[src/bp_addr_pkg.sv]
package bp_addr_pkg;

    localparam int unsigned PC_W        = 32;   // fetch and execute pc width
    localparam int unsigned BTB_IDX_W   = 4;    // index bits shared by btb and bht
    localparam int unsigned BTB_ENTRIES = 16;   // 2**BTB_IDX_W rows
    localparam int unsigned IDX_LSB     = 2;    // pcs are word aligned, skip [1:0]
    localparam int unsigned TAG_W       = 26;   // everything above the index
    localparam int unsigned INSN_BYTES  = 4;    // fall-through step of a 32-bit insn

    // table row selected by a pc, bits [5:2]
    function automatic logic [BTB_IDX_W-1:0] pc_idx(input logic [PC_W-1:0] pc);
        return pc[IDX_LSB +: BTB_IDX_W];
    endfunction

    // btb tag of a pc, bits [31:6]
    function automatic logic [TAG_W-1:0] pc_tag(input logic [PC_W-1:0] pc);
        return pc[PC_W-1 -: TAG_W];
    endfunction

    // low bits that must be zero on an aligned pc
    function automatic logic pc_aligned(input logic [PC_W-1:0] pc);
        return pc[IDX_LSB-1:0] == '0;
    endfunction

endpackage

[src/bp_counter_pkg.sv]
package bp_counter_pkg;

    localparam int unsigned HIST_W      = 4;    // outcomes kept per branch
    localparam int unsigned PHT_ENTRIES = 16;   // one counter per history pattern

    // 2-bit saturating counter, msb is the direction
    typedef enum logic [1:0] {
        strong_not_taken = 2'd0,
        weak_not_taken   = 2'd1,
        weak_taken       = 2'd2,
        strong_taken     = 2'd3
    } ctr_state_e;

    localparam ctr_state_e CTR_RESET = weak_not_taken; // one taken flips it

    // taken decision of a counter state
    function automatic logic ctr_taken(input ctr_state_e state);
        return (state == weak_taken) || (state == strong_taken);
    endfunction

endpackage

[src/branch_predictor.sv]
`timescale 1ns/1ps

module branch_predictor (
    input  logic                         clk,
    input  logic                         rst_n,
    input  logic [bp_addr_pkg::PC_W-1:0] predict_pc,   // fetch pc from IF
    input  logic [bp_addr_pkg::PC_W-1:0] update_pc,    // resolved pc from EX
    input  logic                         valid,        // branch, jal or jalr resolved in EX
    input  logic                         branch_taken, // resolved direction
    input  logic [bp_addr_pkg::PC_W-1:0] target_pc,    // resolved target
    output logic [bp_addr_pkg::PC_W-1:0] predicted_pc  // next fetch address, same cycle
);

    import bp_addr_pkg::*;

    logic [PC_W-1:0] btb_target;   // stored target for the fetch row
    logic            btb_hit;      // target is known for this pc
    logic            dir_taken;    // direction predictor says taken
    logic [PC_W-1:0] fall_through; // sequential next pc

    btb branch_target_buffer (.clk, .rst_n,
        .predict_pc   (predict_pc),
        .update_pc    (update_pc),
        .valid        (valid),
        .target_pc    (target_pc),
        .predicted_pc (btb_target),
        .hit          (btb_hit)
    );

    local_branch_predictor direction_predictor (.clk, .rst_n,
        .predict_branch_pc   (predict_pc),
        .update_branch_pc    (update_pc),
        .valid               (valid),
        .actual_branch_taken (branch_taken),
        .prediction          (dir_taken)
    );

    assign fall_through = predict_pc + PC_W'(INSN_BYTES);

    // redirect only with both a known target and a taken guess
    assign predicted_pc = (btb_hit && dir_taken) ? btb_target : fall_through;

endmodule

[src/btb.sv]
`timescale 1ns/1ps

module btb (
    input  logic                         clk,
    input  logic                         rst_n,
    input  logic [bp_addr_pkg::PC_W-1:0] predict_pc,   // fetch pc from IF
    input  logic [bp_addr_pkg::PC_W-1:0] update_pc,    // resolved pc from EX
    input  logic                         valid,        // EX reports branch, jal or jalr
    input  logic [bp_addr_pkg::PC_W-1:0] target_pc,    // resolved target from EX
    output logic [bp_addr_pkg::PC_W-1:0] predicted_pc, // stored target of the fetch row
    output logic                         hit           // row valid and tag matches
);

    import bp_addr_pkg::*;

    logic [BTB_ENTRIES-1:0] entry_valid_q;             // per-row valid bits
    logic [TAG_W-1:0]       tag_q    [BTB_ENTRIES];    // pc[31:6] of the owner
    logic [PC_W-1:0]        target_q [BTB_ENTRIES];    // last resolved target

    logic [BTB_IDX_W-1:0]   pred_idx;                  // fetch side row
    logic [TAG_W-1:0]       pred_tag;
    logic [BTB_IDX_W-1:0]   upd_idx;                   // execute side row
    logic [TAG_W-1:0]       upd_tag;

    // split both pcs into row and tag
    always_comb begin
        pred_idx = pc_idx(predict_pc);
        pred_tag = pc_tag(predict_pc);
        upd_idx  = pc_idx(update_pc);
        upd_tag  = pc_tag(update_pc);
    end

    // lookup reads the registered rows, so a same-cycle write is not seen
    always_comb begin
        hit          = entry_valid_q[pred_idx] && (tag_q[pred_idx] == pred_tag);
        predicted_pc = target_q[pred_idx];             // only meaningful on hit
    end

    // row valid bits, set by every report
    always_ff @(posedge clk) begin
        if (!rst_n) begin
            entry_valid_q <= '0;
        end else if (valid) begin
            entry_valid_q[upd_idx] <= 1'b1;            // set whatever the outcome
        end
    end

    // tag and target payload, overwritten on every report
    always_ff @(posedge clk) begin
        if (valid) begin
            tag_q[upd_idx]    <= upd_tag;              // a new owner evicts the old one
            target_q[upd_idx] <= target_pc;
        end
    end

    // EX only reports aligned instruction addresses
    a_update_aligned : assert property (
        @(posedge clk) disable iff (!rst_n)
        valid |-> pc_aligned(update_pc)
    ) else $error("btb: unaligned update_pc %h", update_pc);

    // reset must leave no row able to produce an unknown hit
    a_hit_known : assert property (
        @(posedge clk) disable iff (!rst_n)
        !$isunknown(hit)
    ) else $error("btb: hit unknown for predict_pc %h", predict_pc);

endmodule

[src/local_branch_predictor.sv]
`timescale 1ns/1ps

module local_branch_predictor (
    input  logic                         clk,
    input  logic                         rst_n,
    input  logic [bp_addr_pkg::PC_W-1:0] predict_branch_pc,   // fetch pc from IF
    input  logic [bp_addr_pkg::PC_W-1:0] update_branch_pc,    // resolved pc from EX
    input  logic                         valid,               // EX report strobe
    input  logic                         actual_branch_taken, // resolved outcome
    output logic                         prediction           // taken for the fetch pc
);

    import bp_counter_pkg::*;

    logic [HIST_W-1:0] predict_history; // bht read for fetch, pht read index
    logic [HIST_W-1:0] update_history;  // bht read for EX, pht write index

    // first level, per-branch outcome shift registers
    local_history_table history_table (.clk, .rst_n,
        .predict_pc      (predict_branch_pc),
        .update_pc       (update_branch_pc),
        .valid           (valid),
        .branch_taken    (actual_branch_taken),
        .predict_history (predict_history),
        .update_history  (update_history)
    );

    // second level, counters selected by the history pattern
    pattern_history_table pattern_table (.clk, .rst_n,
        .predict_history (predict_history),
        .update_history  (update_history),
        .valid           (valid),
        .branch_taken    (actual_branch_taken),
        .prediction      (prediction)
    );

    // a history coming out of the bht must be a known pht index
    a_hist_in_range : assert property (
        @(posedge clk) disable iff (!rst_n)
        !$isunknown(predict_history) && !$isunknown(update_history)
    ) else $error("lbp: history unknown, pred %h upd %h",
                  predict_history, update_history);

endmodule

[src/local_history_table.sv]
`timescale 1ns/1ps

module local_history_table (
    input  logic                             clk,
    input  logic                             rst_n,
    input  logic [bp_addr_pkg::PC_W-1:0]     predict_pc,      // fetch pc
    input  logic [bp_addr_pkg::PC_W-1:0]     update_pc,       // resolved pc
    input  logic                             valid,           // shift strobe
    input  logic                             branch_taken,    // resolved outcome
    output logic [bp_counter_pkg::HIST_W-1:0] predict_history, // history of the fetch pc
    output logic [bp_counter_pkg::HIST_W-1:0] update_history   // history before this update
);

    import bp_addr_pkg::*;
    import bp_counter_pkg::*;

    logic [HIST_W-1:0]    hist_q [BTB_ENTRIES]; // newest outcome sits in bit 0
    logic [BTB_IDX_W-1:0] pred_idx;
    logic [BTB_IDX_W-1:0] upd_idx;

    assign pred_idx = pc_idx(predict_pc);
    assign upd_idx  = pc_idx(update_pc);

    // two combinational read ports
    assign predict_history = hist_q[pred_idx];
    assign update_history  = hist_q[upd_idx]; // old value, used by the pht write

    // histories are untagged, aliasing pcs share a row
    always_ff @(posedge clk) begin
        if (!rst_n) begin
            for (int i = 0; i < BTB_ENTRIES; i++) begin
                hist_q[i] <= '0;                     // all not taken
            end
        end else if (valid) begin
            hist_q[upd_idx] <= {hist_q[upd_idx][HIST_W-2:0], branch_taken};
        end
    end

    // the fetch stage never issues a misaligned pc
    a_predict_aligned : assert property (
        @(posedge clk) disable iff (!rst_n)
        pc_aligned(predict_pc)
    ) else $error("bht: unaligned predict_pc %h", predict_pc);

endmodule

[src/pattern_history_table.sv]
`timescale 1ns/1ps

module pattern_history_table (
    input  logic                              clk,
    input  logic                              rst_n,
    input  logic [bp_counter_pkg::HIST_W-1:0] predict_history, // read index
    input  logic [bp_counter_pkg::HIST_W-1:0] update_history,  // write index
    input  logic                              valid,           // train strobe
    input  logic                              branch_taken,    // resolved outcome
    output logic                              prediction       // taken for the fetch pc
);

    import bp_counter_pkg::*;

    ctr_state_e ctr_q [PHT_ENTRIES]; // one counter per history pattern
    ctr_state_e upd_ctr;             // counter being trained
    ctr_state_e ctr_next;            // its saturated next state

    // read port, sees the state before any write this cycle
    assign prediction = ctr_taken(ctr_q[predict_history]);

    assign upd_ctr = ctr_q[update_history];

    // one step toward the outcome, held at both ends
    always_comb begin
        case (upd_ctr)
            strong_not_taken: ctr_next = branch_taken ? weak_not_taken : strong_not_taken;
            weak_not_taken:   ctr_next = branch_taken ? weak_taken     : strong_not_taken;
            weak_taken:       ctr_next = branch_taken ? strong_taken   : weak_not_taken;
            strong_taken:     ctr_next = branch_taken ? strong_taken   : weak_taken;
            default:          ctr_next = CTR_RESET; // unreachable for a 2-bit enum
        endcase
    end

    always_ff @(posedge clk) begin
        if (!rst_n) begin
            for (int i = 0; i < PHT_ENTRIES; i++) begin
                ctr_q[i] <= CTR_RESET;
            end
        end else if (valid) begin
            ctr_q[update_history] <= ctr_next;
        end
    end

    // every counter keeps a legal state once reset has run
    for (genvar g = 0; g < PHT_ENTRIES; g++) begin : g_ctr_chk
        a_ctr_legal : assert property (
            @(posedge clk) disable iff (!rst_n)
            ctr_q[g] inside {strong_not_taken, weak_not_taken, weak_taken, strong_taken}
        ) else $error("pht: counter %0d left its range", g);
    end

endmodule

[config.mk]
export PLATFORM = sky130hd
export DESIGN_NAME = branch_predictor
export DESIGN_NICKNAME = d
export VERILOG_FILES = /design/src/bp_addr_pkg.sv /design/src/bp_counter_pkg.sv /design/src/branch_predictor.sv /design/src/btb.sv /design/src/local_branch_predictor.sv /design/src/local_history_table.sv /design/src/pattern_history_table.sv
export SDC_FILE = /design/constraint.sdc
export NUM_CORES = 1
export LEC_CHECK = 0
export ABC_CLOCK_PERIOD_IN_PS = 9500
export BUFFER_PORTS_ARGS = -buffer_cell sky130_fd_sc_hd__buf_2
export CAP_MARGIN = 40
export CORE_MARGIN = 3
export CORE_UTILIZATION = 55
export CTS_CLUSTER_DIAMETER = 100
export CTS_CLUSTER_SIZE = 12
export DETAILED_ROUTE_END_ITERATION = 8
export PLACE_DENSITY = 0.81
export SLEW_MARGIN = 10
export SYNTH_ARGS = -nofsm -noshare
export SYNTH_HDL_FRONTEND = slang
export SYNTH_SLANG_ARGS = --single-unit
[constraint.sdc]
create_clock -name clk -period 9.5 [get_ports clk]
set_clock_uncertainty 0.2 [all_clocks]
set_input_delay 0.475 -clock clk [delete_from_list [all_inputs] [get_ports clk]]
set_output_delay 0.475 -clock clk [all_outputs]
set_load 0.02 [all_outputs]
### Word level (Yosys, flattened, before mapping)

Memory sizes are Yosys's and may differ from the RTL's.
Index checks and enable logic that the tools add are counted.

| storage, ports and cells | value |
|---|---|
| bits in registers | 16 |
| latch bits | 0 |
| bits in writable memories | 1024 |
| ROM bits | 0 |
| word-level logic and storage cells | 44 |
| memories | 4 |

Memory list:

| name | words | width | read ports | clocked after memory_dff | write ports | RTL line | text |
|---|---|---|---|---|---|---|---|
| branch_target_buffer.target_q | 16 | 32 | 1 | 0 | 1 | btb.sv:18 | `logic [PC_W-1:0] target_q [BTB_ENTRIES];` |
| branch_target_buffer.tag_q | 16 | 26 | 1 | 0 | 1 | btb.sv:17 | `logic [TAG_W-1:0] tag_q [BTB_ENTRIES];` |
| direction_predictor.history_table.hist_q | 16 | 4 | 2 | 0 | 16 | local_history_table.sv:17 | `logic [HIST_W-1:0] hist_q [BTB_ENTRIES];` |
| direction_predictor.pattern_table.ctr_q | 16 | 2 | 2 | 0 | 16 | pattern_history_table.sv:15 | `ctr_state_e ctr_q [PHT_ENTRIES];` |

| cells by class | value |
|---|---|
| $add $sub $neg | 1 |
| $mul | 0 |
| divide/modulo/power cells | 0 |
| order comparisons | 3 |
| eq/ne operators | 6 |
| shifts and indexed selects | 0 |
| muxes and demuxes | 21 |
| bitwise operators | 1 |
| reductions and logical operators | 7 |

Operators by type and width:

| operator | count |
|---|---|
| 32-bit by 3-bit adder with 32-bit output (second input constant) | 1 |
| 32-bit two-way mux | 1 |
| 26-bit == test | 1 |
| 16-bit bitwise OR | 1 |
| 4-bit two-way mux | 3 |
| 1-bit two-way mux | 11 |
| 4-bit by 5-bit less-than comparator with 1-bit output (second input constant) | 2 |
| 2-bit == test (second input constant) | 4 |
| 2-bit one-hot mux with 4 select lines | 1 |
| 2-bit two-way mux | 3 |
| 1-bit binary-select mux with 4-bit select | 1 |
| 1-bit demux with 4-bit select | 1 |
| 4-bit by 1-bit >= comparator with 1-bit output (second input constant) | 1 |
| 4-bit OR reduction | 1 |
| 1-bit logical AND | 3 |
| 2-bit by 1-bit == test with 1-bit output (second input constant) | 1 |
| 2-bit logical NOT | 1 |
| 2-bit OR reduction | 1 |
| 1-bit logical OR | 1 |

### Longest topological paths before layout

An unclocked memory read counts as a cell.

| logic depth | value |
|---|---|
| word-level depth | 6 |
| gate-level depth with buffers | 13 |
| gate-level depth less buffers | 8 |

### By module

Synthesis repeated with hierarchy kept, for this count alone.

| unflattened totals | value |
|---|---|
| cell total of the unflattened synthesis | 2106 |
| area, all modules | 42575.8 um2 |

By module, submodules not included:

| module | instances | cells an instance | area an instance (um2) | seq. area each (um2) |
|---|---|---|---|---|
| btb | 1 | 1529 | 36223.5 | 28187.0 |
| local_history_table | 1 | 260 | 3641.0 | 1921.8 |
| pattern_history_table | 1 | 144 | 1727.9 | 960.9 |
| branch_predictor | 1 | 173 | 983.4 | 0.0 |

### Least setup slack after synthesis

OpenSTA, ideal clock, no wires.

| timing path | value |
|---|---|
| path kind | input port to flip-flop |
| start | input update_pc[3] (netlist name) |
| end | memory direction_predictor.history_table.hist_q[2][0], enable pin |
| setup time | 0.317 ns |
| data arrival time | 6.005 ns |
| data required time | 8.983 ns |
| slack | 2.978 ns |
| stages | 6 |
| path buffers | 2 |
| cell sequence | buf_1 -> clkbuf_1 -> nor2b_1 -> nand2_1 -> nor3_1 -> nand2b_1 |

RTL lines:

| item | RTL line | text |
|---|---|---|
| from (decl) | branch_predictor.sv:7 | `input logic [bp_addr_pkg::PC_W-1:0] update_pc,` |
| to (decl) | local_history_table.sv:17 |  |

### Final worst setup path

| timing path | value |
|---|---|
| start | input predict_pc[2] (netlist name) |
| end | output predicted_pc[9] (netlist name) |

| between the ends | value |
|---|---|
| longest elaborated chain between the ends | 6 |
| elaborated cells between the ends (all ways) | 14 |
| those cells by class | add/sub (1); eq/ne (3); mux (3); reduce/logical (3); memory (4) |

Ends and longest elaborated chain:

| item | RTL line | text |
|---|---|---|
| from (decl) | branch_predictor.sv:6 | `input logic [bp_addr_pkg::PC_W-1:0] predict_pc,` |
| memory 16 x 4 bit | n/a |  |
| memory 16 x 2 bit | n/a |  |
| 2-bit == test | bp_counter_pkg.sv:18 | `return (state == weak_taken) \|\| (state == strong_taken);` |
| 1-bit logical OR | bp_counter_pkg.sv:18 |  |
| 1-bit logical AND | branch_predictor.sv:41 | `assign predicted_pc = (btb_hit && dir_taken) ? btb_target : fall_through;` |
| 32-bit two-way mux * | branch_predictor.sv:41 |  |
| to (decl) | branch_predictor.sv:11 | `output logic [bp_addr_pkg::PC_W-1:0] predicted_pc` |

Every way passes the cells marked *; elsewhere a longest branch is shown, timed or not. The select of a mux whose other input is x is not followed.

==> flow_summary.json <==
{
  "outcome": "finished clean",
  "clkTransAtPathRegs_ns": 0.06,
  "synth-seq-cells": 1040,
  "max_freq_mhz": 169,
  "rsz0062_at_grt": "false",
  "die_height_um": 283,
  "postLayoutCellArea_mm2": 0.0475,
  "synth_top_cell_by_area": "edfxtp_1",
  "gp_congestion": 0.926,
  "grt_max_degree": 167,
  "ant_nets": 0,
  "grt_pass1_wl_um": 160000,
  "layout_min_cycle_time_ns": 5.91,
  "dpl-instance-area_mm2": 0.0443,
  "fillers": 4766,
  "critPathKind": "in -> out",
  "cap_violations": 0,
  "fp.coreArea_mm2": 0.0752,
  "syn_inst": 2057,
  "synth_ff_type": "edfxtp_1",
  "async_reset_ff_frac": 0,
  "dieArea_mm2": 0.0800,
  "final_cell_mix": "edfxtp_1 (1024), mux4_2 (311), buf_2 (128)",
  "vdd_drop_max_v": 0.000250,
  "fin_crit_sh": 0.623,
  "start_util": 0.561,
  "synth_edf_count": 1024,
  "synth.yosys.warnings": 0,
  "hp-class": "in -> reg",
  "avgRoutedWirePerCell_um": 32.8,
  "slew_headroom": 0.198,
  "crit_family": "buffers and inverters",
  "synth_area_leaders": "edfxtp_1 (73%), mux4_2 (17%), nor2_1 (1.1%), nand2_1 (1.1%), mux2i_1 (0.97%)",
  "clk-insertion-delay-late_ns": 0.67,
  "drt_iter0_drc": 3692,
  "worstPathRequired_ns": 8.83,
  "setup_tns_ns": 0,
  "via_per_inst": 6.71,
  "crit_path_start_kind": "primary input",
  "power_leakage_nw": 15.2,
  "numCtsBuffers": 96,
  "synth.distinct_cells": 60,
  "clockBufferDepth": 3,
  "cts_tree": "yes",
  "worstMarginPinSlew_ns": 1.20,
  "crit_path_max_fanout": 130,
  "layout_commonest_cell": "edfxtp_1",
  "hpwl_um": 60600,
  "cts_sinks": 1040,
  "gr-total-overflow": 0,
  "numPortBuffers": 129,
  "dr.pass1.iters": 6,
  "die_x_um": 283,
  "critPathMaxStageDelay_ns": 0.86,
  "vias": 22400,
  "synth_top_area_share": 0.729,
  "pwr_density_cell_mw_per_mm2": 196,
  "drt-total-wl_um": 109000,
  "path_cells": "buf_8 > buf_12 > mux4_2 > mux2i_1 > nor2_1 > a2111oi_0 > a211oi_1 > a31oi_1 > nand4_1 > buf_4 > mux2_1 > buf_2",
  "drive_above_1_share": 0.274,
  "synth_area_per_cell_um2": 20.5,
  "rows": 100,
  "synth_seq_area_share": 0.737,
  "clock-root-buffer": "clkbuf_16",
  "endpoint_kind": "output port",
  "synth_area_mm2": 0.0422,
  "nets": 2377,
  "final_hold_viol_count": 0,
  "slew_viol_final": 0,
  "cp.buffers_inverters": 4,
  "track_usage": 0.276,
  "setup_viol_count_final": 0,
  "io_pins": 132,
  "synthToLayoutAreaGrowth_pct": 12.7,
  "drc": 0,
  "htreeDepth": 3,
  "worstPathArrival_ns": 5.24,
  "first_global_vias": 23200,
  "antenna_found_initial": 27,
  "synthesis.nets": 2158,
  "slowest_stage": "buf_12"
}
==> power by group <==
group          switching, mW  total [mW]  internal (mW)
Sequential            0.0336        5.18           5.14
Clock                   1.60        3.46           1.85
Combinational          0.416       0.693          0.277
Total                   2.05        9.33           7.27
==> area by class of cell <==
type,count,area (µm²),area share
sequential,1040,31100,0.654
multi-input combinational,886,10600,0.224
clock buffer,115,2520,0.0529
timing repair buffer,231,1790,0.0377
tap,1020,1280,0.0269
clock inverter,6,114,0.00240
inverter,21,80.1,0.00169
antenna,15,37.5,0.000790
==> synthesized netlist by cell type, types with 16 or more instances <==
library cell  number
nand3_1           36
clkbuf_1          47
xnor2_1           39
buf_2             23
dfxtp_1           16
o21ai_0           24
mux2_2            16
mux2_1            31
buf_1             27
edfxtp_1        1024
mux4_2           311
nand2_1          119
nor2_1           121
mux2i_1           41
inv_1             19
==> flip-flops by register name, summed over array words and instances, names as in the netlist <==
register and count:
branch_target_buffer.target_q 512, direction_predictor.history_table.hist_q 64, direction_predictor.pattern_table.ctr_q 32, branch_target_buffer.entry_valid_q 16, branch_target_buffer.tag_q 416
==> final timing paths <==
kind                                                                           from  slack, ns                                                     endpoint  depth (start not counted)
worst max register to register                                            flip-flop       5.57  direction_predictor.pattern_table.ctr_q[7][0]$_SDFFCE_PN1P_                          8
worst min register to register  branch_target_buffer.entry_valid_q[10]$_SDFFE_PN0P_       0.24          branch_target_buffer.entry_valid_q[10]$_SDFFE_PN0P_                          2
worst max-delay path                                                  predict_pc[2]       3.59                                              predicted_pc[9]                         12
worst min-delay path                                                  update_pc[10]       0.04                   branch_target_buffer.tag_q[3][4]$_DFFE_PP_                          1
==> cells by family after synthesis <==
family,after synthesis,share of synthesized area
buffers and inverters,131,0.0138
flip-flops,1040,0.737
AO/OA/AOI/OAI,103,0.0170
AND/OR/NAND/NOR,338,0.0346
multiplexers,399,0.188
adder cells (fa/ha/maj),1,0.000297
XOR/XNOR,45,0.00934
==> through the flow <==
stage               instances   util  power, mW  setup WS (ns)  hold slack (ns)
floorplan                2057      -       5.68           2.98            0.218
global placement         3127  0.585       5.88           3.62            0.227
detailed placement       3141  0.589       5.92           3.73            0.237
CTS                      3319  0.631       9.35           3.67          0.00100
global route             3320  0.631       9.56           3.26           0.0243
finish                   3334  0.632       9.33           3.59           0.0411
==> metal layers <==
metal | global-route usage | wire, µm
met1 | 0.360 | 37000
met2 | 0.443 | 53600
met3 | 0.0828 | 14300
met4 | 0.107 | 4250
met5 | 0 | 115
==> what timing repair did <==
action / in CTS / in global routing
buffers inserted: 0 / 0
hold endpoints to repair: 874 / 0
resized for setup: 0 / 0
hold buffers: 57 / 0
No activity file was read; power rests on OpenSTA's default activity.
